[src/hdl/ramio_consts.svh]
// --------------------------------------------------------------------------
// address map and sizes for the load/store port
// I/O words sit at the top of the address space and match whole addresses
// RAM words alias above address bit RAMIO_RAM_AW+1
// --------------------------------------------------------------------------
`ifndef RAMIO_CONSTS_SVH
`define RAMIO_CONSTS_SVH

// four LEDs in the low nibble, 0 turns a LED on
`define RAMIO_ADDR_LED 32'hffff_fffc

// reads the byte being sent, all ones when idle
`define RAMIO_ADDR_UART_OUT 32'hffff_fff8

// reads the last received byte, all ones when empty
`define RAMIO_ADDR_UART_IN 32'hffff_fff4

// log2 of the RAM depth in 32-bit words
`define RAMIO_RAM_AW 10

// clocks per UART bit
// kept short so simulation runs fast
`define RAMIO_CLKS_PER_BIT 8

`endif
[src/hdl/uart_tx.sv]
// --------------------------------------------------------------------------
// 8N1 serializer, starts when go is high and waits for go low after a byte
// ClksPerBit must be at least 2
// --------------------------------------------------------------------------
`timescale 1ns/1ps
`include "ramio_consts.svh"

module uart_tx #(
  parameter int unsigned ClksPerBit = `RAMIO_CLKS_PER_BIT
) (
  input  logic       clk,
  input  logic       rst_n,
  input  logic [7:0] data,
  input  logic       go,
  output logic       busy,
  output logic       tx
);
  localparam int cnt_w = $clog2(ClksPerBit);
  localparam logic [cnt_w-1:0] bit_last = cnt_w'(ClksPerBit - 1);

  typedef enum logic [2:0] {st_idle, st_start, st_data, st_stop, st_done} state_e;

  state_e           state;
  logic [cnt_w-1:0] cnt;
  logic [2:0]       bit_idx;
  logic [7:0]       shreg;

  // line and busy follow the state
  assign busy = state inside {st_start, st_data, st_stop};

  always_comb begin
    case (state)
      st_start: tx = 1'b0;
      st_data:  tx = shreg[0];
      default:  tx = 1'b1;
    endcase
  end

  always_ff @(posedge clk) begin
    if (!rst_n) begin
      state   <= st_idle;
      cnt     <= '0;
      bit_idx <= '0;
    end else begin
      case (state)
        st_idle: begin
          if (go) begin
            shreg <= data;
            cnt   <= '0;
            state <= st_start;
          end
        end
        st_start: begin
          if (cnt == bit_last) begin
            cnt     <= '0;
            bit_idx <= '0;
            state   <= st_data;
          end else begin
            cnt <= cnt + 1'b1;
          end
        end
        st_data: begin
          // LSB first
          if (cnt == bit_last) begin
            cnt   <= '0;
            shreg <= shreg >> 1;
            if (bit_idx == 3'd7) begin
              state <= st_stop;
            end else begin
              bit_idx <= bit_idx + 1'b1;
            end
          end else begin
            cnt <= cnt + 1'b1;
          end
        end
        st_stop: begin
          if (cnt == bit_last) begin
            cnt   <= '0;
            state <= st_done;
          end else begin
            cnt <= cnt + 1'b1;
          end
        end
        // hold until the sender drops go
        default: begin
          if (!go) begin
            state <= st_idle;
          end
        end
      endcase
    end
  end

endmodule

[config.mk]
export PLATFORM = sky130hd
export DESIGN_NAME = uart_tx
export DESIGN_NICKNAME = d
export VERILOG_FILES = /design/src/hdl/uart_tx.sv
export VERILOG_INCLUDE_DIRS = /design/src /design/src/hdl
export SDC_FILE = /design/constraint.sdc
export NUM_CORES = 1
export LEC_CHECK = 0
export ABC_AREA = 1
export BUFFER_PORTS_ARGS = -buffer_cell sky130_fd_sc_hd__buf_2
export CORE_MARGIN = 3
export CORE_UTILIZATION = 57
export DETAILED_ROUTE_END_ITERATION = 12
export PLACE_DENSITY = 0.8
export SLEW_MARGIN = 5
export SYNTH_ARGS = -nofsm -noshare
export SYNTH_HDL_FRONTEND = slang
export SYNTH_SLANG_ARGS = --single-unit
[constraint.sdc]
create_clock -name clk -period 2.4 [get_ports clk]
set_clock_uncertainty 0.1 [all_clocks]
set_input_delay 0.48 -clock clk [delete_from_list [all_inputs] [get_ports clk]]
set_output_delay 0.48 -clock clk [all_outputs]
set_load 0.005 [all_outputs]
==> summary.md <==
| Metric | Value |
|---|---|
| Placed Area | `903 sq um` |
| Hold_buf cts | `0` |
| Commonest non-fill, non-tap cell in the layout | `nand2_1` |
| Drt wl/cell | `about 11 um` |
| First-pass GRT wire length | `~2400 um` |
| Top Layer Used | `met4` |
| Netlist cell types | `17` |
| Clk root buf | `clkbuf_4` |
| Gr ovfl total | `0` |
| Storage element area | `between 400 and 500 sq um` |
| Core area | `between 1000 and 1500 sq um` |
| Filler instances | `113` |
| Top Ports | `13` |
| Max frequency | `around 0.46 GHz` |
| Post-Route M1 WL | `704 um` |
| Setup_tns | `0 ns` |
| Hold Slack | `between 0.3 and 0.4 ns` |
| Pins over their slew limit | `0` |
| Crit Path Class | `flop to primary output` |
| Pre-CTS WS | `0.544 ns` |
| DR vias | `681` |
| Metal2 WL | `approximately 670 um` |
| Worst vdd ir | `0.436 mV` |
| Final period utilization | `between 90% and 100%` |
| Final setup vio count | `0` |
| Hold Path Stages | `3` |
| ANT nets after route | `0` |
| Total Nets Final | `131` |
| CTS H-tree depth | `1` |
| Warnings from Yosys | `0` |
| Least-Margin Pin Slew | `0.360 ns` |
| Worst Hold Class | `primary input to flop` |
| Postcts setup bufs | `0` |
| WL final | `~1500 um` |
| Pin count of the biggest net entering global routing | `12` |
| CP startpoint kind | `flop` |
| Max cap viols | `0` |
| Antenna diode instance count | `0` |
| Layout cell share with drive strength beyond 1 | `19.1%` |
| Run status | `complete, no violations` |
| Leakage | `0.417 nW` |
| Worst setup margin | `0.219 ns` |
| R2R depth | `7` |
| TritonCTS Buffers | `3` |
| DRT iter0 DRCs | `13` |
| Gpl congestion | `0.866` |
| CTS sink count | `17` |
| Yosys reg bits | `17` |
| Number of global-route vias before repair | `570` |
| Initial core utilization | `roughly 63%` |
| Layout Cell Area excl Fill | `between 900 and 1000 sq um` |
| DP HPWL | `1020 um` |
| IO buf count | `12` |
| Die Span X | `approximately 44 um` |
| Worst Setup End Kind | `primary output` |
| Mapped Cells | `100` |
| Worst EP arrival | `1.60 ns` |
| Power Density | `between 800 and 900 nW/um^2` |
| CP max FO | `11` |
| TritonCTS clock tree | `yes` |
| WL met3 | `about 86 um` |
| Clock Latency Late Sink | `0.29 ns` |
| # DRC | `0` |
| Initial antenna violation count | `0` |
| Register clock-pin slew on the reported worst setup and hold paths | `~0.10 ns` |
| Sequential-to-total area share from yosys stat | `50.3%` |
| Max transition margin | `between 70% and 80%` |
| Synthesized Nets | `~120` |
| Via density | `between 5 and 6` |
| First-pass iteration count of the detailed router | `5` |
| Commonest cells after routing, fill and taps aside | `nand2_1 (40), buf_2 (12), dfxtp_1 (9)` |
| Hold Vio Cnt, Final | `0` |
| RSZ-0062 raised after global routing | `false` |
| Die Ht | `about 44 um` |
| GR Util All Layers | `~17%` |
| Post-CTS Resized | `0` |
| Site Rows | `13` |
| Full die area | `approximately 2000 sq um` |
| Min Tclk post-route | `2.18 ns` |
| Post-synthesis average cell area | `between 8 and 9 sq um` |
| Multi-input gate area | `between 300 and 400 sq um` |
| Post-Syn Area | `836 sq um` |
| Worst Path Required | `1.82 ns` |
| Clock tree buffer depth | `2` |
| Area growth from synthesis to layout | `11.4%` |
[power by group]
part           internal [mW]  switching (mW)
clock network         0.0620          0.0888
logic                 0.0767           0.135
registers              0.368          0.0293
[cells in the mapped netlist]
master	n	share of area (%)
o21a_1	1	0.90
inv_1	8	3.6
nor2_2	1	0.75
nor2_4	2	2.7
buf_6	1	1.3
nor2_1	4	1.8
clkinv_1	1	0.45
o21ai_0	2	1.2
nand2_1	40	18
ha_1	4	6.0
o2111a_1	1	1.3
a21oi_1	8	4.8
edfxtp_1	8	29
dfxtp_1	9	22
nand2_2	2	1.5
nand3_1	7	4.2
nor3_2	1	1.2
[registers in the layout, indices dropped and copies added, names as in the netlist]
signal   flops
shreg        8
bit_idx      3
cnt          3
state        3
[through the flow]
| step | utilization, % | total power [mW] | instances |
|---|---|---|---|
| 6_report | 69.8 | 0.760 | 130 |
| 5_1_grt | 69.8 | 0.814 | 130 |
| 3_3_place_gp | 67.7 | 0.609 | 126 |
| 4_1_cts | 69.8 | 0.767 | 130 |
| 2_1_floorplan | - | 0.555 | 100 |
| 3_5_place_dp | 67.7 | 0.611 | 126 |
[routing by layer]
| layer | track usage, % | up-vias |
|---|---|---|
| li1 | - | 356 |
| met3 | 5.28 | 2 |
| met2 | 26.7 | 22 |
| met5 | 0 | - |
| met1 | 22.8 | 301 |
| met4 | 6.02 | 0 |
[kinds of logic after synthesis]
family | share of synthesized area (%)
flip-flops | 50.3
adder cells (fa/ha/maj) | 5.99
AND/OR/NAND/NOR | 30.1
buffers and inverters | 5.39
AO/OA/AOI/OAI | 8.23
[final timing paths]
kind | from | end | slack [ns]
worst max-delay path | state[0] | tx | 0.22
worst min-delay path | data[3] | shreg[3] | 0.36
worst max register to register | state[0] | bit_idx[0] | 0.76
worst min register to register | cnt[0] | cnt[0] | 0.37
[worst max-delay path: stages (launching register included)]
cell and delay [ns]:
dfxtp_1 0.42, nor2_2 0.09, nand2_2 0.21, clkinv_1 0.30
nand2_1 0.12, nand2_1 0.05, buf_2 0.12
[area by class of cell]
type                       count  share of cell area [%]
timing repair buffer          12                    6.45
clock inverter                 1                   0.538
inverter                       9                    3.63
tap                           15                    2.02
clock buffer                   3                    2.42
sequential                    17                    45.2
multi-input combinational     73                    39.8
Power figures use the tool's default switching activity.
