File: src/hdl/ramio_consts.svh
// --------------------------------------------------------------------------
// address map and sizes for the load/store port
// I/O words sit at the top of the address space and match whole addresses
// RAM words alias above address bit RAMIO_RAM_AW+1
// --------------------------------------------------------------------------
`ifndef RAMIO_CONSTS_SVH
`define RAMIO_CONSTS_SVH

// four LEDs in the low nibble, 0 turns a LED on
`define RAMIO_ADDR_LED 32'hffff_fffc

// reads the byte being sent, all ones when idle
`define RAMIO_ADDR_UART_OUT 32'hffff_fff8

// reads the last received byte, all ones when empty
`define RAMIO_ADDR_UART_IN 32'hffff_fff4

// log2 of the RAM depth in 32-bit words
`define RAMIO_RAM_AW 10

// clocks per UART bit
// kept short so simulation runs fast
`define RAMIO_CLKS_PER_BIT 8

`endif
File: src/hdl/uart_rx.sv
// --------------------------------------------------------------------------
// 8N1 deserializer with mid-bit sampling
// data_ready holds until go drops, receiving only starts while go is high
// no framing check on the stop bit
// --------------------------------------------------------------------------
`timescale 1ns/1ps
`include "ramio_consts.svh"

module uart_rx #(
  parameter int unsigned ClksPerBit = `RAMIO_CLKS_PER_BIT
) (
  input  logic       clk,
  input  logic       rst_n,
  input  logic       rx,
  input  logic       go,
  output logic [7:0] data,
  output logic       data_ready
);
  localparam int cnt_w = $clog2(ClksPerBit);
  localparam logic [cnt_w-1:0] bit_last  = cnt_w'(ClksPerBit - 1);
  localparam logic [cnt_w-1:0] half_last = cnt_w'(ClksPerBit / 2 - 1);

  typedef enum logic [1:0] {st_idle, st_start, st_data, st_stop} state_e;

  state_e           state;
  logic [cnt_w-1:0] cnt;
  logic [2:0]       bit_idx;
  logic [7:0]       shreg;
  // two-flop synchronizer
  logic             rx_meta;
  logic             rx_sync;

  always_ff @(posedge clk) begin
    if (!rst_n) begin
      rx_meta <= 1'b1;
      rx_sync <= 1'b1;
    end else begin
      rx_meta <= rx;
      rx_sync <= rx_meta;
    end
  end

  always_ff @(posedge clk) begin
    if (!rst_n) begin
      state      <= st_idle;
      cnt        <= '0;
      bit_idx    <= '0;
      data_ready <= 1'b0;
    end else begin
      // acknowledge from the reader
      if (!go) begin
        data_ready <= 1'b0;
      end
      case (state)
        st_idle: begin
          if (go && !rx_sync) begin
            cnt   <= '0;
            state <= st_start;
          end
        end
        st_start: begin
          // middle of start bit, glitch goes back to idle
          if (cnt == half_last) begin
            cnt <= '0;
            if (!rx_sync) begin
              bit_idx <= '0;
              state   <= st_data;
            end else begin
              state <= st_idle;
            end
          end else begin
            cnt <= cnt + 1'b1;
          end
        end
        st_data: begin
          if (cnt == bit_last) begin
            cnt   <= '0;
            shreg <= {rx_sync, shreg[7:1]};
            if (bit_idx == 3'd7) begin
              state <= st_stop;
            end else begin
              bit_idx <= bit_idx + 1'b1;
            end
          end else begin
            cnt <= cnt + 1'b1;
          end
        end
        default: begin
          // middle of stop bit
          if (cnt == bit_last) begin
            cnt        <= '0;
            data       <= shreg;
            data_ready <= 1'b1;
            state      <= st_idle;
          end else begin
            cnt <= cnt + 1'b1;
          end
        end
      endcase
    end
  end

endmodule

File: config.mk
export PLATFORM = sky130hd
export DESIGN_NAME = uart_rx
export DESIGN_NICKNAME = d
export VERILOG_FILES = /design/src/hdl/uart_rx.sv
export VERILOG_INCLUDE_DIRS = /design/src /design/src/hdl
export SDC_FILE = /design/constraint.sdc
export NUM_CORES = 1
export LEC_CHECK = 0
export BUFFER_PORTS_ARGS = -buffer_cell sky130_fd_sc_hd__clkbuf_2
export CAP_MARGIN = 20
export CORE_UTILIZATION = 49
export DETAILED_ROUTE_END_ITERATION = 8
export PLACE_DENSITY = 0.79
export SLEW_MARGIN = 20
export SYNTH_ARGS = -nofsm -noshare
export SYNTH_HDL_FRONTEND = slang
export SYNTH_SLANG_ARGS = --single-unit
File: constraint.sdc
create_clock -name clk -period 2.1 [get_ports clk]
set_input_delay 0.42 -clock clk [delete_from_list [all_inputs] [get_ports clk]]
set_output_delay 0.42 -clock clk [all_outputs]
set_load 0.01 [all_outputs]
==> impl_results.md <==
- Drt wl/cell: 12.9 um
- Clock Power Share: 27.6%
- Post-CTS resize count: 0
- Crit Path Class: reg2reg
- Measured slew at the worst slew-check pin: 0.381 ns
- Grt total ovfl: 0
- Hold Path Class: in2reg
- Routed via count: 602
- Max cap viols: 0
- Cell Chain, Critical Path: ha_1 -> ha_1 -> inv_1 -> nor3_1 -> buf_4
- CTS tree: yes
- Critical path arrival: 1.71 ns
- DP Area: 0.00116 mm^2
- Layout cells sized above 1: 26.1%
- First-pass GRT wire length: 2590 um
- Post-route setup TNS: 0 ns
- Worst-Skew Late Latency: 0.32 ns
- Synth cell types: 25
- Clk_skew: 0.00550 ns
- Slowest stage cell, crit path: dfxtp_1
- Worst reg2reg path startpoint: cnt[0]
- Synth top area share: 44.6%
- Crit path max-delay family: adder cells
- FF-to-FF setup slack: 0.45 ns
- Critical path launch point: cnt[0]
- Vias in the first global route: 564
- # diodes: 0
- Crit-path max FO: 9
- WP buf/inv: 2
- Minimum clock period: 1.65 ns
- Total internal power: 0.638 mW
- Placed cell count: 115
- CTS sink count: 27
- Ys Warns: 0
- Die area: 0.00239 mm^2
- Synth Area in Simple Gates: 11.8%
- Combinational power share: 2.0%
- DP Wirelength: 1120 um
- DIE WIDTH: 48.9 um
- All-Layer GR Usage: 14.8%
- CP Data Required Time: 2.15 ns
- Via density: 5.06
- Reg power frac: 70.4%
- Initial Util: 53.3%
- Boundary pin count: 13
- Port bufs: 12
- CTS Buffer Depth: 2
- Die height: 48.9 um
- Remaining antenna violation count: 0
- Slowest cell delay on critical path: 0.39 ns
- Fmax: 605 MHz
- Hold-fix buffers, CTS: 0
- Largest net degree at the start of global routing: 17
- Net Switching: 0.160 mW
- Final Non-Filler Cells: 119
- Synth Area in Compound Gates: 7.67%
- Synth Area in Adders: 6.97%
- Synth area leaders: edfxtp_1, dfxtp_1, ha_1, mux2i_1, nand2_1
- # fillers: 167
- EDFF count, synth: 16
- Mux share of post-synthesis cell area: 4.88%
- Root Driver: clkbuf_4
- # rows: 16
- Depth of the CTS H-tree: 1
- Final period util: 78.7%
- Start point of the worst hold path: rx
- Gpl congestion: 0.821
- Sequential fraction of the synthesis area: 65.0%
- Rel. slew slack: 74.6%
- Layout area overhead: 10.3%
- Largest family of logic cells by synthesized area: simple AND/OR/NAND/NOR gates
- Residual DRC count: 0
- Avg Cell Area, Syn: 13.8 um^2
- Worst hold slack: 0.261 ns
- Leading area contributor after synthesis: edfxtp_1
- CP dominant cell by count: ha_1
- Routed wire length: 1540 um
- Post-synthesis async set-or-reset flop share: 0%
- Syn_nets: 88
- Status: finished clean
- Finished Cell Area: 0.00119 mm^2
- Max Slew Vio Count: 0
- Post-Syn Area: 0.00108 mm^2
- Post-Synthesis Cells: 78
- Drt pass-1 iters: 3
- Clock transition at path regs: 0.14 ns
- PwrDens: 671 mW/mm^2
- Critical Path Sink Type: register
- CTS Buf Count: 3
- Initial antenna violation count: 0
- Initial DRC Count: 18
- CP Launch Type: register
- Post-CTS setup buffers: 0
- Core ar.: 0.00202 mm^2
- Leak Pwr: 0.453 nW
- Number of synthesized register bits: 27
- Final hold violation count: 0
- Xor/xnor cell area share of the yosys netlist: 0%
- Unrepaired setup endpoints after global routing: no
- Final setup violation count: 0
- Predominant post-synthesis flop cell: edfxtp_1
- Peak VDD IR: 0.481 mV
- Final net count: 103
- Switching portion of total power: 20.0%
[worst paths after layout]
path         endpoint  cells past startpoint
max           data[0]                      5
min           rx_meta                      2
max reg2reg   data[0]                      5
min reg2reg   rx_sync                      1
[synthesized netlist by cell type (all sizes together), types with 2 or more instances]
cell,instances
a21oi,5
inv,5
nand2b,3
mux2i,3
nand3,4
nand2,7
dfxtp,11
ha,6
nor2,3
buf,2
edfxtp,16
[cell families after synthesis]
| group | count (synthesis) |
|---|---|
| flops | 27 |
| fa+ha+maj | 6 |
| simple gates | 23 |
| buf+inv | 8 |
| mux | 4 |
| compound gates | 10 |
[metal layers]
layer / global-route usage, % / vias up / routed length, um
li1: - / 305 / -
met1: 17.8 / 285 / 716
met3: 2.80 / 2 / 27
met2: 24.5 / 10 / 764
met5: 0 / - / 0
met4: 8.82 / 0 / 27
[layout by cell type, fill, tap and decap left out]
cell and count:
nand3b_1 1, and4bb_2 1, or3b_1 1, clkbuf_2 12
nor3_1 1, dfxtp_1 11, nor2_1 3, inv_1 5
a31o_2 1, o21ai_0 1, a221oi_2 1, ha_1 6
mux2i_1 3, clkinvlp_4 1, clkbuf_4 3, nand2_1 7
mux4_2 1, a21o_1 1, buf_4 1, nand2b_1 3
and3_2 1, and2b_4 1, a31oi_4 1, nand3_1 4
edfxtp_1 16, a21oi_1 5
[registers in the layout, summed over array words and instances (netlist names)]
register	cells
rx_sync	1
rx_meta	1
state	2
bit_idx	3
cnt	3
data_ready	1
data	8
shreg	8
[layout make-up]
cell class,count,area (um^2),area share [%]
Clock buffer,3,22.5,1.89
Clock inverter,1,7.51,0.632
Inverter,5,18.8,1.58
Multi-Input combinational cell,43,338,28.4
Sequential cell,27,701,58.9
Tap cell,27,33.8,2.84
Timing Repair Buffer,13,67.6,5.68
[power by group through the flow]
| stage | registers, mW | logic [mW] | clock network [mW] |
|---|---|---|---|
| after floorplan | 0.571 | 0.0125 | 0 |
| after global placement | 0.573 | 0.0156 | 0 |
| after detailed placement | 0.573 | 0.0160 | 0 |
| after CTS | 0.561 | 0.0161 | 0.230 |
| after global routing | 0.562 | 0.0180 | 0.248 |
| final | 0.561 | 0.0160 | 0.220 |
[stage by stage]
stage | util [%] | power [mW] | setup WS (ns)
floorplan | - | 0.583 | 0.142
global placement | 57.3 | 0.588 | 0.510
detailed placement | 57.3 | 0.589 | 0.453
CTS | 58.8 | 0.807 | 0.432
global route | 58.8 | 0.827 | 0.314
finish | 58.8 | 0.797 | 0.447
Power figures use the tool's default switching activity.
