$ cat src/hdl/ramio_consts.svh
// --------------------------------------------------------------------------
// address map and sizes for the load/store port
// I/O words sit at the top of the address space and match whole addresses
// RAM words alias above address bit RAMIO_RAM_AW+1
// --------------------------------------------------------------------------
`ifndef RAMIO_CONSTS_SVH
`define RAMIO_CONSTS_SVH

// four LEDs in the low nibble, 0 turns a LED on
`define RAMIO_ADDR_LED 32'hffff_fffc

// reads the byte being sent, all ones when idle
`define RAMIO_ADDR_UART_OUT 32'hffff_fff8

// reads the last received byte, all ones when empty
`define RAMIO_ADDR_UART_IN 32'hffff_fff4

// log2 of the RAM depth in 32-bit words
`define RAMIO_RAM_AW 10

// clocks per UART bit
// kept short so simulation runs fast
`define RAMIO_CLKS_PER_BIT 8

`endif
$ cat src/hdl/ramio_pkg.sv
// --------------------------------------------------------------------------
// access kinds and request structs shared by the port blocks
// --------------------------------------------------------------------------
`include "ramio_consts.svh"

package ramio_pkg;

  typedef logic [31:0] word_t;

  // bit 2 asks for sign extension, bits 1:0 give the size
  typedef enum logic [2:0] {
    rd_none  = 3'b000,
    rd_ubyte = 3'b001,
    rd_uhalf = 3'b010,
    rd_uword = 3'b011,
    rd_sbyte = 3'b101,
    rd_shalf = 3'b110,
    rd_sword = 3'b111
  } read_type_e;

  typedef enum logic [1:0] {
    wr_none = 2'b00,
    wr_byte = 2'b01,
    wr_half = 2'b10,
    wr_word = 2'b11
  } write_type_e;

  // client request, 69 bits
  typedef struct packed {
    word_t       address;
    word_t       wdata;
    read_type_e  read_type;
    write_type_e write_type;
  } mem_req_t;

  // one access into the word RAM
  typedef struct packed {
    logic                     en;
    logic [3:0]               byte_we;
    logic [`RAMIO_RAM_AW-1:0] word_addr;
    word_t                    wdata;
  } ram_cmd_t;

  typedef enum logic [1:0] {
    sel_ram,
    sel_led,
    sel_uart_out,
    sel_uart_in
  } io_sel_e;

endpackage

$ cat src/hdl/io_regs.sv
// --------------------------------------------------------------------------
// LED, UART out and UART in words
// a second UART out write while sending only replaces the register value
// an unread received byte is overwritten by the next one
// --------------------------------------------------------------------------
`timescale 1ns/1ps

module io_regs (
  input  logic                clk,
  input  logic                rst_n,
  input  ramio_pkg::io_sel_e  sel,
  input  logic                wr,
  input  logic                rd,
  input  ramio_pkg::word_t    wdata,
  output ramio_pkg::word_t    rdata,
  output logic [3:0]          led,
  output logic                tx_go,
  output logic [7:0]          tx_byte,
  input  logic                tx_busy,
  output logic                rx_go,
  input  logic [7:0]          rx_byte,
  input  logic                rx_ready
);
  import ramio_pkg::*;

  // byte being sent, all ones when idle
  word_t tx_data;
  // byte received, all ones when none waiting
  word_t rx_data;
  // set the cycle after go rises, busy is not valid yet
  logic  tx_guard;

  assign tx_byte = tx_data[7:0];

  // loads are combinational
  always_comb begin
    case (sel)
      sel_led:      rdata = {28'b0, led};
      sel_uart_out: rdata = tx_data;
      sel_uart_in:  rdata = rx_data;
      default:      rdata = '0;
    endcase
  end

  always_ff @(posedge clk) begin
    if (!rst_n) begin
      // all LEDs off
      led      <= 4'b1111;
      tx_data  <= '1;
      tx_go    <= 1'b0;
      tx_guard <= 1'b0;
      rx_data  <= '1;
      rx_go    <= 1'b1;
    end else begin
      tx_guard <= 1'b0;

      // a read empties UART in and wins over an arriving byte
      // the byte is picked up on a later cycle since rx_go stays high
      if (rd && sel == sel_uart_in) begin
        rx_data <= '1;
      end else if (rx_go && rx_ready) begin
        rx_data <= {24'b0, rx_byte};
        // acknowledge
        rx_go   <= 1'b0;
      end

      // re-arm receiver one cycle after the acknowledge
      if (!rx_go) begin
        rx_go <= 1'b1;
      end

      // transmitter finished
      if (tx_go && !tx_busy && !tx_guard) begin
        tx_go   <= 1'b0;
        tx_data <= '1;
      end

      // a new byte to send overrides the finish above
      if (wr && sel == sel_uart_out) begin
        tx_data  <= {24'b0, wdata[7:0]};
        tx_go    <= 1'b1;
        tx_guard <= 1'b1;
      end

      if (wr && sel == sel_led) begin
        led <= wdata[3:0];
      end
    end
  end

endmodule

$ cat config.mk
export PLATFORM = sky130hd
export DESIGN_NAME = io_regs
export DESIGN_NICKNAME = d
export VERILOG_FILES = /design/src/hdl/ramio_pkg.sv /design/src/hdl/io_regs.sv
export VERILOG_INCLUDE_DIRS = /design/src /design/src/hdl
export SDC_FILE = /design/constraint.sdc
export NUM_CORES = 1
export LEC_CHECK = 0
export ABC_AREA = 1
export BUFFER_PORTS_ARGS = -buffer_cell sky130_fd_sc_hd__buf_4
export CORE_MARGIN = 2
export CORE_UTILIZATION = 38
export CTS_BUF_LIST = sky130_fd_sc_hd__clkbuf_4
export DETAILED_ROUTE_END_ITERATION = 8
export PLACE_DENSITY = 0.76
export SLEW_MARGIN = 5
export SYNTH_ARGS = -nofsm -noshare
export SYNTH_HDL_FRONTEND = slang
export SYNTH_SLANG_ARGS = --single-unit
export TNS_END_PERCENT = 30
$ cat constraint.sdc
create_clock -name clk -period 1.7 [get_ports clk]
set_clock_uncertainty 0.1 [all_clocks]
set_input_delay 0.085 -clock clk [delete_from_list [all_inputs] [get_ports clk]]
set_output_delay 0.085 -clock clk [all_outputs]
set_load 0.01 [all_outputs]
==> run_results.csv <==
group,metric,value,unit
floorplanning,ios,94,
timing,setup-tns-final,0,ps
worst_setup_path,crit_arrival,1680,ps
floorplanning,chipHeight,64.21,um
worst_setup_path,cp_data_required_time,1870,ps
drt,routed_wl,3.249,mm
drt,vias_per_cell,4.246,
place,port_buffers,69,
drt,drt-pass1-iter-count,4,
global_route,grt_pass1_vias,1194,
final_layout,drive_gt1_share,32.32,%
yosys,ys_seq_area_share,36.33,%
global_route,grt_util_all_layers,15.74,%
floorplanning,initial_core_util,40.33,%
worst_setup_path,r2r-start,"tx_go",
min_path,hold_start,"rd",
worst_setup_path,cp-end-kind,"flop",
power,p_sw,374.9,uW
worst_setup_path,r2r_setup_slack,190,ps
global_route,antenna_found_initial,0,
clock_tree,cts_setup_buffers,0,
final_layout,area_growth,42.96,%
clock_tree,cts-buffers-inserted,3,
timing,max_freq,0.6611,GHz
floorplanning,rows,21,
drt,first_iter_violations,68,
drt,dr_wl_met2,1.601,mm
clock_tree,clkSlewWorstSetupHoldPaths,130,ps
clock_tree,clk_path_buf_depth,2,
power,pwr-share-seq,48.4,%
timing,drv_slew,0,
floorplanning,core_area,3416,sq um
global_route,overflow,0,
clock_tree,cts_tree,"done",
final_layout,antenna_cells,0,
timing,timing.final.crit_share,88.98,%
yosys,ys_ff_latch,25,
worst_setup_path,worstPathMaxFanout,10,
timing,finalHoldViolCount,0,
worst_setup_path,critical_path_class,"reg -> reg",
yosys,synthCells,201,
drt,top_layer_used,"met4",
power,p_sw_share,28.78,%
timing,grt_setup_unrepaired,"false",
timing,fin_ws,187.3,ps
drt,vias,1312,
worst_setup_path,worst-r2r-cell-count,5,
power,power.leakage,0.001094,uW
power,combPwrFrac,30.2,%
yosys,syn-cell-area,1378,sq um
global_route,grt_start_max_net_pins,25,
yosys,syn_avg_cell_area,6.854,sq um
clock_tree,cts_sinks,25,
place,place.gp.congestion,0.8050,
worst_setup_path,worstSetupStartpointType,"flop",
outcome,run_status,"finished clean",
drt,wl_met3,221,um
yosys,synth.net_count,249,
drt,ant_nets,0,
floorplanning,dieWidth,64.21,um
timing,period_needed,1513,ps
min_path,min_to,"rx_data[0]",
clock_tree,clock_latency,310,ps
power,power.density,661.4,nW/um^2
flow_run,maxCapViolCount,0,
power,clkPwrFrac,21.4,%
min_path,whs_path_depth,5,
timing,max-slew-margin-rel,71.01,%
min_path,hold_class,"in -> reg",
power,finalPower,1303,uW
power,vdd_drop_max,576.8,uV
clock_tree,htreeDepth,1,
final_layout,fin_nets,312,
global_route,grt_first_pass_wirelength,5.175,mm
yosys,synth.distinct_cells,16,
drt,drc_errors,0,
power,p_int,927.7,uW
clock_tree,root_buffer,"clkbuf_4",
worst_setup_path,r2r-end,"tx_data[6]",
timing,finalSetupViolCount,0,
place,hpwlAfterDp,2.324,mm
floorplanning,die-area,4123,sq um
drt,wl_met1,1.411,mm
yosys,yosys_warnings,0,
place,pre_cts_slack,492.9,ps
drt,routedWlPerCell,10.51,um
timing,worst-slew-pin-transition,433.8,ps
## worst max-delay path, cell delays in order, from the launching register on
cell and delay, ps:
dfxtp_1 400, nand3_2 210, nand3_1 130, nand2_1 50, nand2_1 50, dlygate4sd3_1 530
## what timing repair did
item | CTS | global route
resized for setup | 0 | 1
endpoints found under the hold margin | 21 | 0
hold buffers | 21 | 0
endpoints found under the setup margin | 0 | 1
## cell families after synthesis
kind of cell	Yosys count	share of synthesized area, %
and+or+nand+nor	85	27.07
buffers and inverters	73	28.52
DFF	25	36.33
AOI/OAI and AO/OA	18	8.084
## power groups by stage
stage | Combinational, uW | Sequential (uW) | Clock, uW
2_1_floorplan | 236 | 642 | 0
3_3_place_gp | 352 | 642 | 0
3_5_place_dp | 356 | 643 | 0
4_1_cts | 395 | 630 | 285
5_1_grt | 430 | 633 | 315
6_report | 393 | 630 | 279
## registers in the layout (all words and copies together), names as in the netlist
signal / count
tx_data: 9
tx_go: 1
tx_guard: 1
rx_data: 9
led: 4
rx_go: 1
## cells in the final DEF, fill, tap and decap left out, drive strengths merged
master,instances
buf,70
nand2,60
inv,40
dfxtp,25
dlygate4sd3,21
nand3,16
o21ai,11
nor2,9
o211ai,4
clkbuf,4
o22ai,3
## cell usage after synthesis
cell	instances	share of area, %
nand2_1	59	16
buf_2	2	0.73
buf_4	31	17
dfxtp_1	25	36
o21ai_2	2	1.3
o211ai_1	4	2.2
nor2_2	1	0.45
nand2_2	1	0.45
o22ai_1	3	1.4
nand3_1	15	5.4
nand3_4	1	1.3
nor2_1	7	1.9
nor2_8	1	1.5
inv_1	37	10
o21ai_0	9	3.3
inv_2	3	0.82
## worst max path at each step
| stage | start | slack [ps] | depth (start not counted) | to |
|---|---|---|---|---|
| detailed placement | rx_go | 490 | 4 | rx_data[2] |
| global placement | rx_go | 500 | 4 | rx_data[2] |
| CTS | tx_go | 60 | 5 | tx_data[6] |
| global route | tx_go | 60 | 5 | tx_data[6] |
| floorplan | rx_data[30] | 300 | 3 | rdata[10] |
| finish | tx_go | 190 | 5 | tx_data[6] |
## stage by stage
stage          hold slack (ps)  area [sq um]  util [%]  std cells
6_report                 23.72          1969     57.66        309
5_1_grt                  43.51          1969     57.66        309
4_1_cts                  32.42          1964     57.51        309
3_5_place_dp             212.9          1724     50.48        284
3_3_place_gp             212.4          1724     50.48        284
2_1_floorplan            111.2          1384         -        201
## metal layers
metal / track usage, % / vias to the layer above
met5: 0 / -
met4: 1.596 / 0
met3: 4.577 / 2
met2: 29.56 / 44
met1: 18.10 / 568
li1: - / 698
## cell type report
class | count | area, sq um
tap | 46 | 57.56
sequential | 25 | 500.5
clock buffer | 4 | 30.03
timing repair buffer | 91 | 735.7
multi-input combinational | 103 | 495.5
fill | 346 | 1446
inverter | 40 | 150.1
Power figures use the tool's default switching activity.
