[src/hdl/ramio_consts.svh]
// --------------------------------------------------------------------------
// address map and sizes for the load/store port
// I/O words sit at the top of the address space and match whole addresses
// RAM words alias above address bit RAMIO_RAM_AW+1
// --------------------------------------------------------------------------
`ifndef RAMIO_CONSTS_SVH
`define RAMIO_CONSTS_SVH

// four LEDs in the low nibble, 0 turns a LED on
`define RAMIO_ADDR_LED 32'hffff_fffc

// reads the byte being sent, all ones when idle
`define RAMIO_ADDR_UART_OUT 32'hffff_fff8

// reads the last received byte, all ones when empty
`define RAMIO_ADDR_UART_IN 32'hffff_fff4

// log2 of the RAM depth in 32-bit words
`define RAMIO_RAM_AW 10

// clocks per UART bit
// kept short so simulation runs fast
`define RAMIO_CLKS_PER_BIT 8

`endif
[src/hdl/ramio_pkg.sv]
// --------------------------------------------------------------------------
// access kinds and request structs shared by the port blocks
// --------------------------------------------------------------------------
`include "ramio_consts.svh"

package ramio_pkg;

  typedef logic [31:0] word_t;

  // bit 2 asks for sign extension, bits 1:0 give the size
  typedef enum logic [2:0] {
    rd_none  = 3'b000,
    rd_ubyte = 3'b001,
    rd_uhalf = 3'b010,
    rd_uword = 3'b011,
    rd_sbyte = 3'b101,
    rd_shalf = 3'b110,
    rd_sword = 3'b111
  } read_type_e;

  typedef enum logic [1:0] {
    wr_none = 2'b00,
    wr_byte = 2'b01,
    wr_half = 2'b10,
    wr_word = 2'b11
  } write_type_e;

  // client request, 69 bits
  typedef struct packed {
    word_t       address;
    word_t       wdata;
    read_type_e  read_type;
    write_type_e write_type;
  } mem_req_t;

  // one access into the word RAM
  typedef struct packed {
    logic                     en;
    logic [3:0]               byte_we;
    logic [`RAMIO_RAM_AW-1:0] word_addr;
    word_t                    wdata;
  } ram_cmd_t;

  typedef enum logic [1:0] {
    sel_ram,
    sel_led,
    sel_uart_out,
    sel_uart_in
  } io_sel_e;

endpackage

[src/hdl/ramio_lane.sv]
// --------------------------------------------------------------------------
// byte lane handling between client and word RAM
// misaligned half-word stores are dropped and such loads return zero
// word accesses ignore address bits 1:0
// --------------------------------------------------------------------------
`timescale 1ns/1ps
`include "ramio_consts.svh"

module ramio_lane (
  input  logic               clk,
  input  logic               rst_n,
  input  logic               req_valid,
  input  ramio_pkg::mem_req_t req,
  output ramio_pkg::ram_cmd_t ram_cmd,
  input  ramio_pkg::word_t    ram_rdata,
  output ramio_pkg::word_t    rd_data,
  output logic               rd_ready
);
  import ramio_pkg::*;

  logic [1:0] off;
  // lane offset and load kind of the read in flight
  logic [1:0] off_q;
  logic [2:0] rtype_q;
  word_t      lane_word;

  assign off = req.address[1:0];

  // ------------------------------------------------------------------------
  // store side
  // ------------------------------------------------------------------------
  always_comb begin
    ram_cmd.en        = req_valid && (req.read_type != rd_none || req.write_type != wr_none);
    ram_cmd.word_addr = req.address[`RAMIO_RAM_AW+1:2];
    ram_cmd.byte_we   = 4'b0000;
    ram_cmd.wdata     = '0;
    if (req_valid) begin
      case (req.write_type)
        wr_byte: begin
          ram_cmd.byte_we = 4'b0001 << off;
          ram_cmd.wdata   = {24'b0, req.wdata[7:0]} << {off, 3'b000};
        end
        wr_half: begin
          // only offsets 0 and 2 are legal
          if (!off[0]) begin
            ram_cmd.byte_we = 4'b0011 << off;
            ram_cmd.wdata   = {16'b0, req.wdata[15:0]} << {off, 3'b000};
          end
        end
        wr_word: begin
          ram_cmd.byte_we = 4'b1111;
          ram_cmd.wdata   = req.wdata;
        end
        default: ;
      endcase
    end
  end

  // ------------------------------------------------------------------------
  // load side
  // ------------------------------------------------------------------------
  always_ff @(posedge clk) begin
    if (!rst_n) begin
      rd_ready <= 1'b0;
    end else begin
      rd_ready <= req_valid && req.read_type != rd_none;
    end
  end

  // lane info rides along with the RAM read
  always_ff @(posedge clk) begin
    off_q   <= off;
    rtype_q <= req.read_type;
  end

  // addressed byte or half word moved down to bit 0
  assign lane_word = ram_rdata >> {off_q, 3'b000};

  always_comb begin
    rd_data = '0;
    case (rtype_q[1:0])
      2'b01: begin
        rd_data = rtype_q[2] ? {{24{lane_word[7]}}, lane_word[7:0]}
                             : {24'b0, lane_word[7:0]};
      end
      2'b10: begin
        if (!off_q[0]) begin
          rd_data = rtype_q[2] ? {{16{lane_word[15]}}, lane_word[15:0]}
                               : {16'b0, lane_word[15:0]};
        end
      end
      2'b11: rd_data = ram_rdata;
      default: ;
    endcase
  end

endmodule

[config.mk]
export PLATFORM = sky130hd
export DESIGN_NAME = ramio_lane
export DESIGN_NICKNAME = d
export VERILOG_FILES = /design/src/hdl/ramio_pkg.sv /design/src/hdl/ramio_lane.sv
export VERILOG_INCLUDE_DIRS = /design/src /design/src/hdl
export SDC_FILE = /design/constraint.sdc
export NUM_CORES = 1
export LEC_CHECK = 0
export BUFFER_PORTS_ARGS = -buffer_cell sky130_fd_sc_hd__buf_2
export CAP_MARGIN = 20
export CELL_PAD_IN_SITES_DETAIL_PLACEMENT = 0
export CELL_PAD_IN_SITES_GLOBAL_PLACEMENT = 1
export CORE_MARGIN = 4
export CORE_UTILIZATION = 24
export CTS_CLUSTER_DIAMETER = 40
export DETAILED_ROUTE_END_ITERATION = 8
export PLACE_DENSITY_LB_ADDON = 0.1
export SYNTH_ARGS = -nofsm -noshare
export SYNTH_HDL_FRONTEND = slang
export SYNTH_SLANG_ARGS = --single-unit
[constraint.sdc]
create_clock -name clk -period 3.25 [get_ports clk]
set_clock_uncertainty 0.2 [all_clocks]
set_input_delay 0.325 -clock clk [delete_from_list [all_inputs] [get_ports clk]]
set_output_delay 0.325 -clock clk [all_outputs]
set_load 0.1 [all_outputs]
==> run summary, run 1 <==
## Run status
- **outcome** complete, no violations

## Yosys
- **main combinational cell family by area after synthesis** simple AND/OR/NAND/NOR gates
- **multiplexer fraction of the synthesized cell area** 10.1%
- **sequential area share after synthesis** 6.90%
- **area of the mapped netlist** 1740 um2
- **most frequently used flop master after synthesis** sky130_fd_sc_hd__dfxtp_1
- **synthesis-stage register bit count** 6
- **post-synthesis share of cell area spent on xor and xnor gates** 0.503%
- **post-synthesis simple-gate area fraction** 36.7%
- **share of the synthesized area in compound gates (AO/OA/AOI/OAI)** 30.8%
- **Synth Area in Adders** 1.87%
- **share of flip-flops with an asynchronous set or reset** 0%
- **count of distinct cell types in the synthesized netlist** 45
- **average cell area after synthesis** 7.10 um2
- **post-synthesis net count** 349
- **Post-synth EDFFs** 0
- **Syn Inst Count** 245
- **yosys warns** 0

## Floorplan
- **effective utilization at floorplan** 25.2%
- **die height** 93.2 um
- **num rows** 30
- **die outline width** 93.2 um
- **die outline area** 8680 um2
- **I/O pin count** 184
- **core area** 6910 um2

## Timing
- **final slew viol count** 0
- **Worst Hold Slack** 0.0166 ns
- **smallest setup slack after layout** 0.414 ns
- **slew at the pin with the worst max-slew slack** 0.821 ns
- **Tmin final** 2.84 ns
- **Max Freq** 353 MHz
- **remaining max-slew budget at the tightest pin** 45.2%
- **unrepaired setup endpoints after global routing** false
- **period utilisation layout** 87.3%
- **total negative setup slack** 0 ns
- **Fin. Hold Viols** 0
- **total of endpoints with negative setup slack in the final report** 0

## Worst hold path
- **worst min-delay path class** in -> reg
- **number of cells on the worst hold path** 1

## Critical path
- **cells along the critical path** nor3b_1 > nand3_1 > o211ai_1 > buf_2
- **path type of the worst setup path** reg -> out
- **Buffers & Inverters on Critical Path** 1
- **cell family contributing the most delay on the critical path** simple AND/OR/NAND/NOR gates
- **Critical Path Max Stage Delay** 0.56 ns
- **Critical Path Fanout Max** 16
- **cell with the largest stage delay on the worst path** sky130_fd_sc_hd__nand3_1
- **Req. time, crit path** 2.72 ns
- **instance count on the critical path** 4
- **CP arrival** 2.31 ns
- **endpoint type of the worst setup path** output port
- **element type at the critical path start** flop

## Cells and area
- **most common library cell in the layout ignoring fill and taps** sky130_fd_sc_hd__buf_2
- **share of layout cells above drive strength 1** 45.6%
- **final antenna diode count** 0
- **net count of the finished layout** 466
- **Filler Cells Inserted** 816
- **commonest cells after routing, fill and taps aside** sky130_fd_sc_hd__buf_2 (141), sky130_fd_sc_hd__nand2_1 (35), sky130_fd_sc_hd__nor2_1 (18)
- **final design instance area without fill** 2460 um2
- **Area growth syn-to-layout** 41.3%

## Clock network
- **Clock Root Buffer** sky130_fd_sc_hd__clkbuf_8
- **sinks on the clock net** 6
- **clk slew on worst S/H paths** 0.04 ns
- **TritonCTS buffer count** 3
- **TritonCTS clock tree** done
- **number of levels the H-tree was split into** 1
- **maximum buffer depth of the clock tree** 2
- **# resized after CTS** 0
- **number of buffers added for setup after CTS** 0
- **count of hold buffers inserted by post-cts repair** 0

## Pwr
- **Worst IR Drop VDD** 0.000107 V
- **pwr dens** 359 nW/um2
- **standby leakage power** 0.00128 uW
- **PnR Total Power** 884 uW

## Routing
- **wire length on met2** 3.49 mm
- **count of nets left with antenna violations after detail routing** 0
- **max layer used** met4
- **drt wl/cell** 15.9 um
- **DRT Pass-1 Iters** 4
- **met3 wire length** 652 um
- **vias per cell** 4.90
- **DRC violation total after the first TritonRoute iteration** 88
- **M1 wire length** 3.00 mm
- **Vias** 2236
- **total wirelength of the detailed-routed design** 7.27 mm
- **drc violations** 0

## Place
- **RD Place Congestion** 0.738
- **final HPWL from detailed placement** 5.68 mm
- **count of input and output buffers** 143
- **worst slack at placement** 0.621 ns
- **post-place instance area** 2420 um2

## Job
- **max-capacitance violation count** 0

## Global route
- **antenna violations before repair** 0
- **global-route wire length before repair** 11.5 mm
- **largest net degree at the start of global routing** 26
- **GRT Total Usage** 16.1%
- **GRT Residual Overflow** 0
- **via count of the first global-routing pass** 2206

[cell usage after synthesis, types with 2 or more instances]
master,n,area share [%]
sky130_fd_sc_hd__and3b_1,8,4.0
sky130_fd_sc_hd__o221ai_2,2,1.7
sky130_fd_sc_hd__clkbuf_2,3,0.86
sky130_fd_sc_hd__o211ai_1,16,6.9
sky130_fd_sc_hd__a32oi_1,8,4.0
sky130_fd_sc_hd__maj3_2,2,1.3
sky130_fd_sc_hd__a221o_1,7,4.0
sky130_fd_sc_hd__nor2_1,18,3.9
sky130_fd_sc_hd__and2_1,8,2.9
sky130_fd_sc_hd__nor2b_1,11,4.0
sky130_fd_sc_hd__buf_6,4,2.6
sky130_fd_sc_hd__inv_1,5,1.1
sky130_fd_sc_hd__a21oi_1,17,4.9
sky130_fd_sc_hd__o21ai_0,8,2.3
sky130_fd_sc_hd__buf_4,11,4.7
sky130_fd_sc_hd__nor3b_1,9,3.9
sky130_fd_sc_hd__clkbuf_1,10,2.2
sky130_fd_sc_hd__o221ai_1,5,2.5
sky130_fd_sc_hd__mux2i_1,15,8.6
sky130_fd_sc_hd__dfxtp_1,6,6.9
sky130_fd_sc_hd__buf_2,6,1.7
sky130_fd_sc_hd__nand2_1,35,7.5
sky130_fd_sc_hd__nor4bb_1,9,5.2
[per-layer routing]
layer	up-vias	track usage [%]
met5	-	0
met4	0	4.88
met2	94	27.9
met3	8	3.86
li1	1130	-
met1	1004	19.5
[where the power goes]
| part | internal, uW | total [uW] | switching, uW | leakage [uW] |
|---|---|---|---|---|
| clock network | 79.6 | 112 | 32.2 | 0.0000216 |
| logic | 144 | 689 | 545 | 0.00121 |
| registers | 78.2 | 83.9 | 5.76 | 0.0000505 |
[final timing paths]
kind,from,to,slack (ns)
hold / removal,req[3],rtype_q[1]$_DFF_P_,0.02
setup / recovery,rtype_q[1]$_DFF_P_,rd_data[29],0.41
[metrics by stage]
| step | util (%) | std cells |
|---|---|---|
| 3_5_place_dp | 35.0 | 453 |
| 6_report | 35.6 | 456 |
| 5_1_grt | 35.6 | 456 |
| 4_1_cts | 35.6 | 456 |
| 3_3_place_gp | 35.0 | 453 |
| 2_1_floorplan | - | 245 |
[registers in the layout, summed over array words and instances, names as in the netlist]
register,cells
off_q,2
rtype_q,3
rd_ready,1
[kinds of logic (layout without fill, tap and decap cells)]
kind of cell | after synthesis | after routing
AO/OA/AOI/OAI | 71 | 71
flip-flops | 6 | 6
buffers and inverters | 39 | 154
multiplexers | 17 | 17
XOR/XNOR | 1 | 1
adder cells (fa/ha/maj) | 3 | 3
AND/OR/NAND/NOR | 108 | 108
[cell type report]
| class | instances | area, um2 | area share [%] |
|---|---|---|---|
| clock buffers | 3 | 41.3 | 1.68 |
| inverters | 5 | 18.8 | 0.763 |
| multi-input cells | 200 | 1390 | 56.6 |
| flip-flops and latches | 6 | 120 | 4.88 |
| well taps | 96 | 120 | 4.88 |
| repair buffers | 146 | 768 | 31.2 |
No activity file was read; power rests on OpenSTA's default activity.
==> run 2, diff against run 1 <==
--- a/config.mk
+++ b/config.mk
@@ -10,7 +10,6 @@
 export CAP_MARGIN = 20
 export CELL_PAD_IN_SITES_DETAIL_PLACEMENT = 0
 export CELL_PAD_IN_SITES_GLOBAL_PLACEMENT = 1
-export CORE_MARGIN = 4
 export CORE_UTILIZATION = 24
 export CTS_CLUSTER_DIAMETER = 40
 export DETAILED_ROUTE_END_ITERATION = 8
==> run 2 against run 1 <==
Against the previous run:
- non-clock buffer count unchanged
- count of clock-buffer cells in the layout unchanged
- via count increased by 1.3%
- global-route usage increased by 1.4 points
==> run summary, run 2 (same netlist as run 1, synthesis figures left out) <==
## Pwr
- **switching fraction of total power** 65.5%, -0.37 points
- **pwr dens** 357 nW/um2, -0.75%
- **standby leakage power** 0.00128 uW, +0.32%
- **clock group share of total power** 12.2%, -0.4 points
- **cell internal pwr** 304 uW, +0.95%
- **Combinational Power Share** 78.3%, +0.4 points
- **Worst IR Drop VDD** 0.000113 V, +6.0%
- **net switching power** 579 uW, -0.70%
- **PnR Total Power** 883 uW, -0.14%
- **sequential share of power** 9.5%, about the same

## Clock network
- **number of buffers added for setup after CTS** 0, unchanged
- **# resized after CTS** 0, unchanged
- **Clock Root Buffer** sky130_fd_sc_hd__clkbuf_8
- **TritonCTS clock tree** done
- **count of hold buffers inserted by post-cts repair** 0, unchanged
- **clk slew on worst S/H paths** 0.04 ns, about the same
- **sinks on the clock net** 6, unchanged
- **number of levels the H-tree was split into** 1, unchanged
- **TritonCTS buffer count** 3, unchanged
- **maximum buffer depth of the clock tree** 2, unchanged

## Global route
- **GRT Total Usage** 17.4%, +1.4 points
- **largest net degree at the start of global routing** 26, unchanged
- **via count of the first global-routing pass** 2116, -4.1%
- **GRT Residual Overflow** 0, unchanged
- **antenna violations before repair** 0, unchanged
- **global-route wire length before repair** 10.7 mm, -7.3%

## Critical path
- **cells along the critical path** nor3b_1 > nand3_1 > o211ai_1 > buf_2
- **cell with the largest stage delay on the worst path** sky130_fd_sc_hd__nand3_1
- **Req. time, crit path** 2.72 ns, about the same
- **CP arrival** 2.36 ns, +0.05 ns
- **element type at the critical path start** flop
- **endpoint type of the worst setup path** output port
- **Critical Path Fanout Max** 16, unchanged
- **Critical Path Max Stage Delay** 0.57 ns, about the same
- **path type of the worst setup path** reg -> out

## Timing
- **total of endpoints with negative setup slack in the final report** 0, unchanged
- **final slew viol count** 0, unchanged
- **smallest setup slack after layout** 0.365 ns, -0.0489 ns
- **period utilisation layout** 88.8%, +1.5 points
- **remaining max-slew budget at the tightest pin** 44.9%, -0.26 points
- **Max Freq** 347 MHz, -1.7%
- **slew at the pin with the worst max-slew slack** 0.825 ns, +0.00389 ns
- **Tmin final** 2.88 ns, +0.0489 ns
- **Fin. Hold Viols** 0, unchanged
- **unrepaired setup endpoints after global routing** false

## Routing
- **drt wl/cell** 15.1 um, -5.5%
- **DRT Pass-1 Iters** 4, unchanged
- **vias per cell** 4.97, +1.3%
- **drc violations** 0, unchanged
- **DRC violation total after the first TritonRoute iteration** 88, unchanged
- **total wirelength of the detailed-routed design** 6.87 mm, -5.5%
- **count of nets left with antenna violations after detail routing** 0, unchanged
- **Vias** 2266, +1.3%

## Run status
- **outcome** complete, no violations

## Cells and area
- **commonest cells after routing, fill and taps aside** sky130_fd_sc_hd__buf_2 (140), sky130_fd_sc_hd__nand2_1 (35), sky130_fd_sc_hd__nor2_1 (18)
- **area used by multi-input combinational logic** 1390 um2, unchanged
- **leading registers by flop count** rtype_q: 3 flops, off_q: 2 flops, rd_ready: 1 flops
- **net count of the finished layout** 466, unchanged
- **share of layout cells above drive strength 1** 45.6%, unchanged
- **most flop-heavy register** rtype_q
- **footprint of the flip-flops and latches** 120 um2, unchanged
- **max reg flops** 3, unchanged
- **Area growth syn-to-layout** 42.2%
- **fraction of the core area covered by cells at the end of the flow** 35.8%, +0.22 points
- **most common library cell in the layout ignoring fill and taps** sky130_fd_sc_hd__buf_2
- **Filler Cells Inserted** 818, +0.25%
- **Non-Filler Instances** 456, unchanged
- **final antenna diode count** 0, unchanged

## Worst hold path
- **number of cells on the worst hold path** 1, unchanged
- **worst min-delay path class** in -> reg
- **Hold Path End** rtype_q[2]$_DFF_P_
- **worst hold start** req[4]

## Floorplan
- **die outline area** 7600 um2, -12%
- **die outline width** 87.2 um, -6.4%
- **core area** 6910 um2, unchanged
- **die height** 87.2 um, -6.4%
- **I/O pin count** 184, unchanged
- **effective utilization at floorplan** 25.2%, unchanged
- **num rows** 30, unchanged

## Place
- **count of input and output buffers** 143, unchanged
- **worst slack at placement** 0.645 ns, +0.0241 ns
- **final HPWL from detailed placement** 5.16 mm, -9.0%
- **Cells after DPL** 453, unchanged
- **RD Place Congestion** 0.737, -0.23%

## Job
- **max-capacitance violation count** 0, unchanged

[run 2: cell counts in the layout (fill, tap and decap cells not counted)]
Identical to the previous run, type by type.
[run 2: worst max path at each step]
stage / startpoint / end / slack [ns]
floorplan: req[37] / ram_cmd[16] / -0.46
global placement: rtype_q[1]$_DFF_P_ / rd_data[27] / 0.60
detailed placement: rtype_q[1]$_DFF_P_ / rd_data[30] / 0.65
CTS: rtype_q[1]$_DFF_P_ / rd_data[30] / 0.39
global route: rtype_q[1]$_DFF_P_ / rd_data[30] / 0.25
finish: rtype_q[1]$_DFF_P_ / rd_data[30] / 0.37
[run 2: cell type report]
type	instances	area share (%)
Inverter	5	0.758
Timing Repair Buffer	146	31.6
Tap cell	96	4.85
Sequential cell	6	4.85
Multi-Input combinational cell	200	56.2
Clock buffer	3	1.67
[run 2: worst max-delay path: cells and delay by family, from the launching register on]
kind            cells  cell delay, ns
simple gates        2            0.87
buf+inv             1            0.47
flops               1            0.46
compound gates      1            0.33
[run 2: metrics by stage]
step | cell area (um2) | TNS (ns) | hold WS, ns
after floorplan | 1740 | -3.66 | 0.153
after global placement | 2430 | 0 | 0.247
after detailed placement | 2430 | 0 | 0.245
after CTS | 2470 | 0 | 0.0186
after global routing | 2470 | 0 | 0.0191
final | 2470 | 0 | 0.0232
[run 2: routing by layer]
| metal | track usage (%) | share of wire (%) | up-vias |
|---|---|---|---|
| met1 | 21.4 | 42 | 1033 |
| met3 | 3.41 | 7.7 | 6 |
| met5 | 0 | 0 | - |
| met4 | 3.43 | 1.2 | 0 |
| met2 | 31.5 | 49 | 96 |
| li1 | - | - | 1131 |
[run 2: power groups by stage]
| stage | sequential, uW | clock, uW | combinational, uW |
|---|---|---|---|
| 3_3_place_gp | 84.8 | 0 | 694 |
| 3_5_place_dp | 84.9 | 0 | 694 |
| 5_1_grt | 84.5 | 119 | 723 |
| 2_1_floorplan | 87.6 | 0 | 608 |
| 4_1_cts | 83.8 | 111 | 695 |
| 6_report | 83.8 | 108 | 692 |
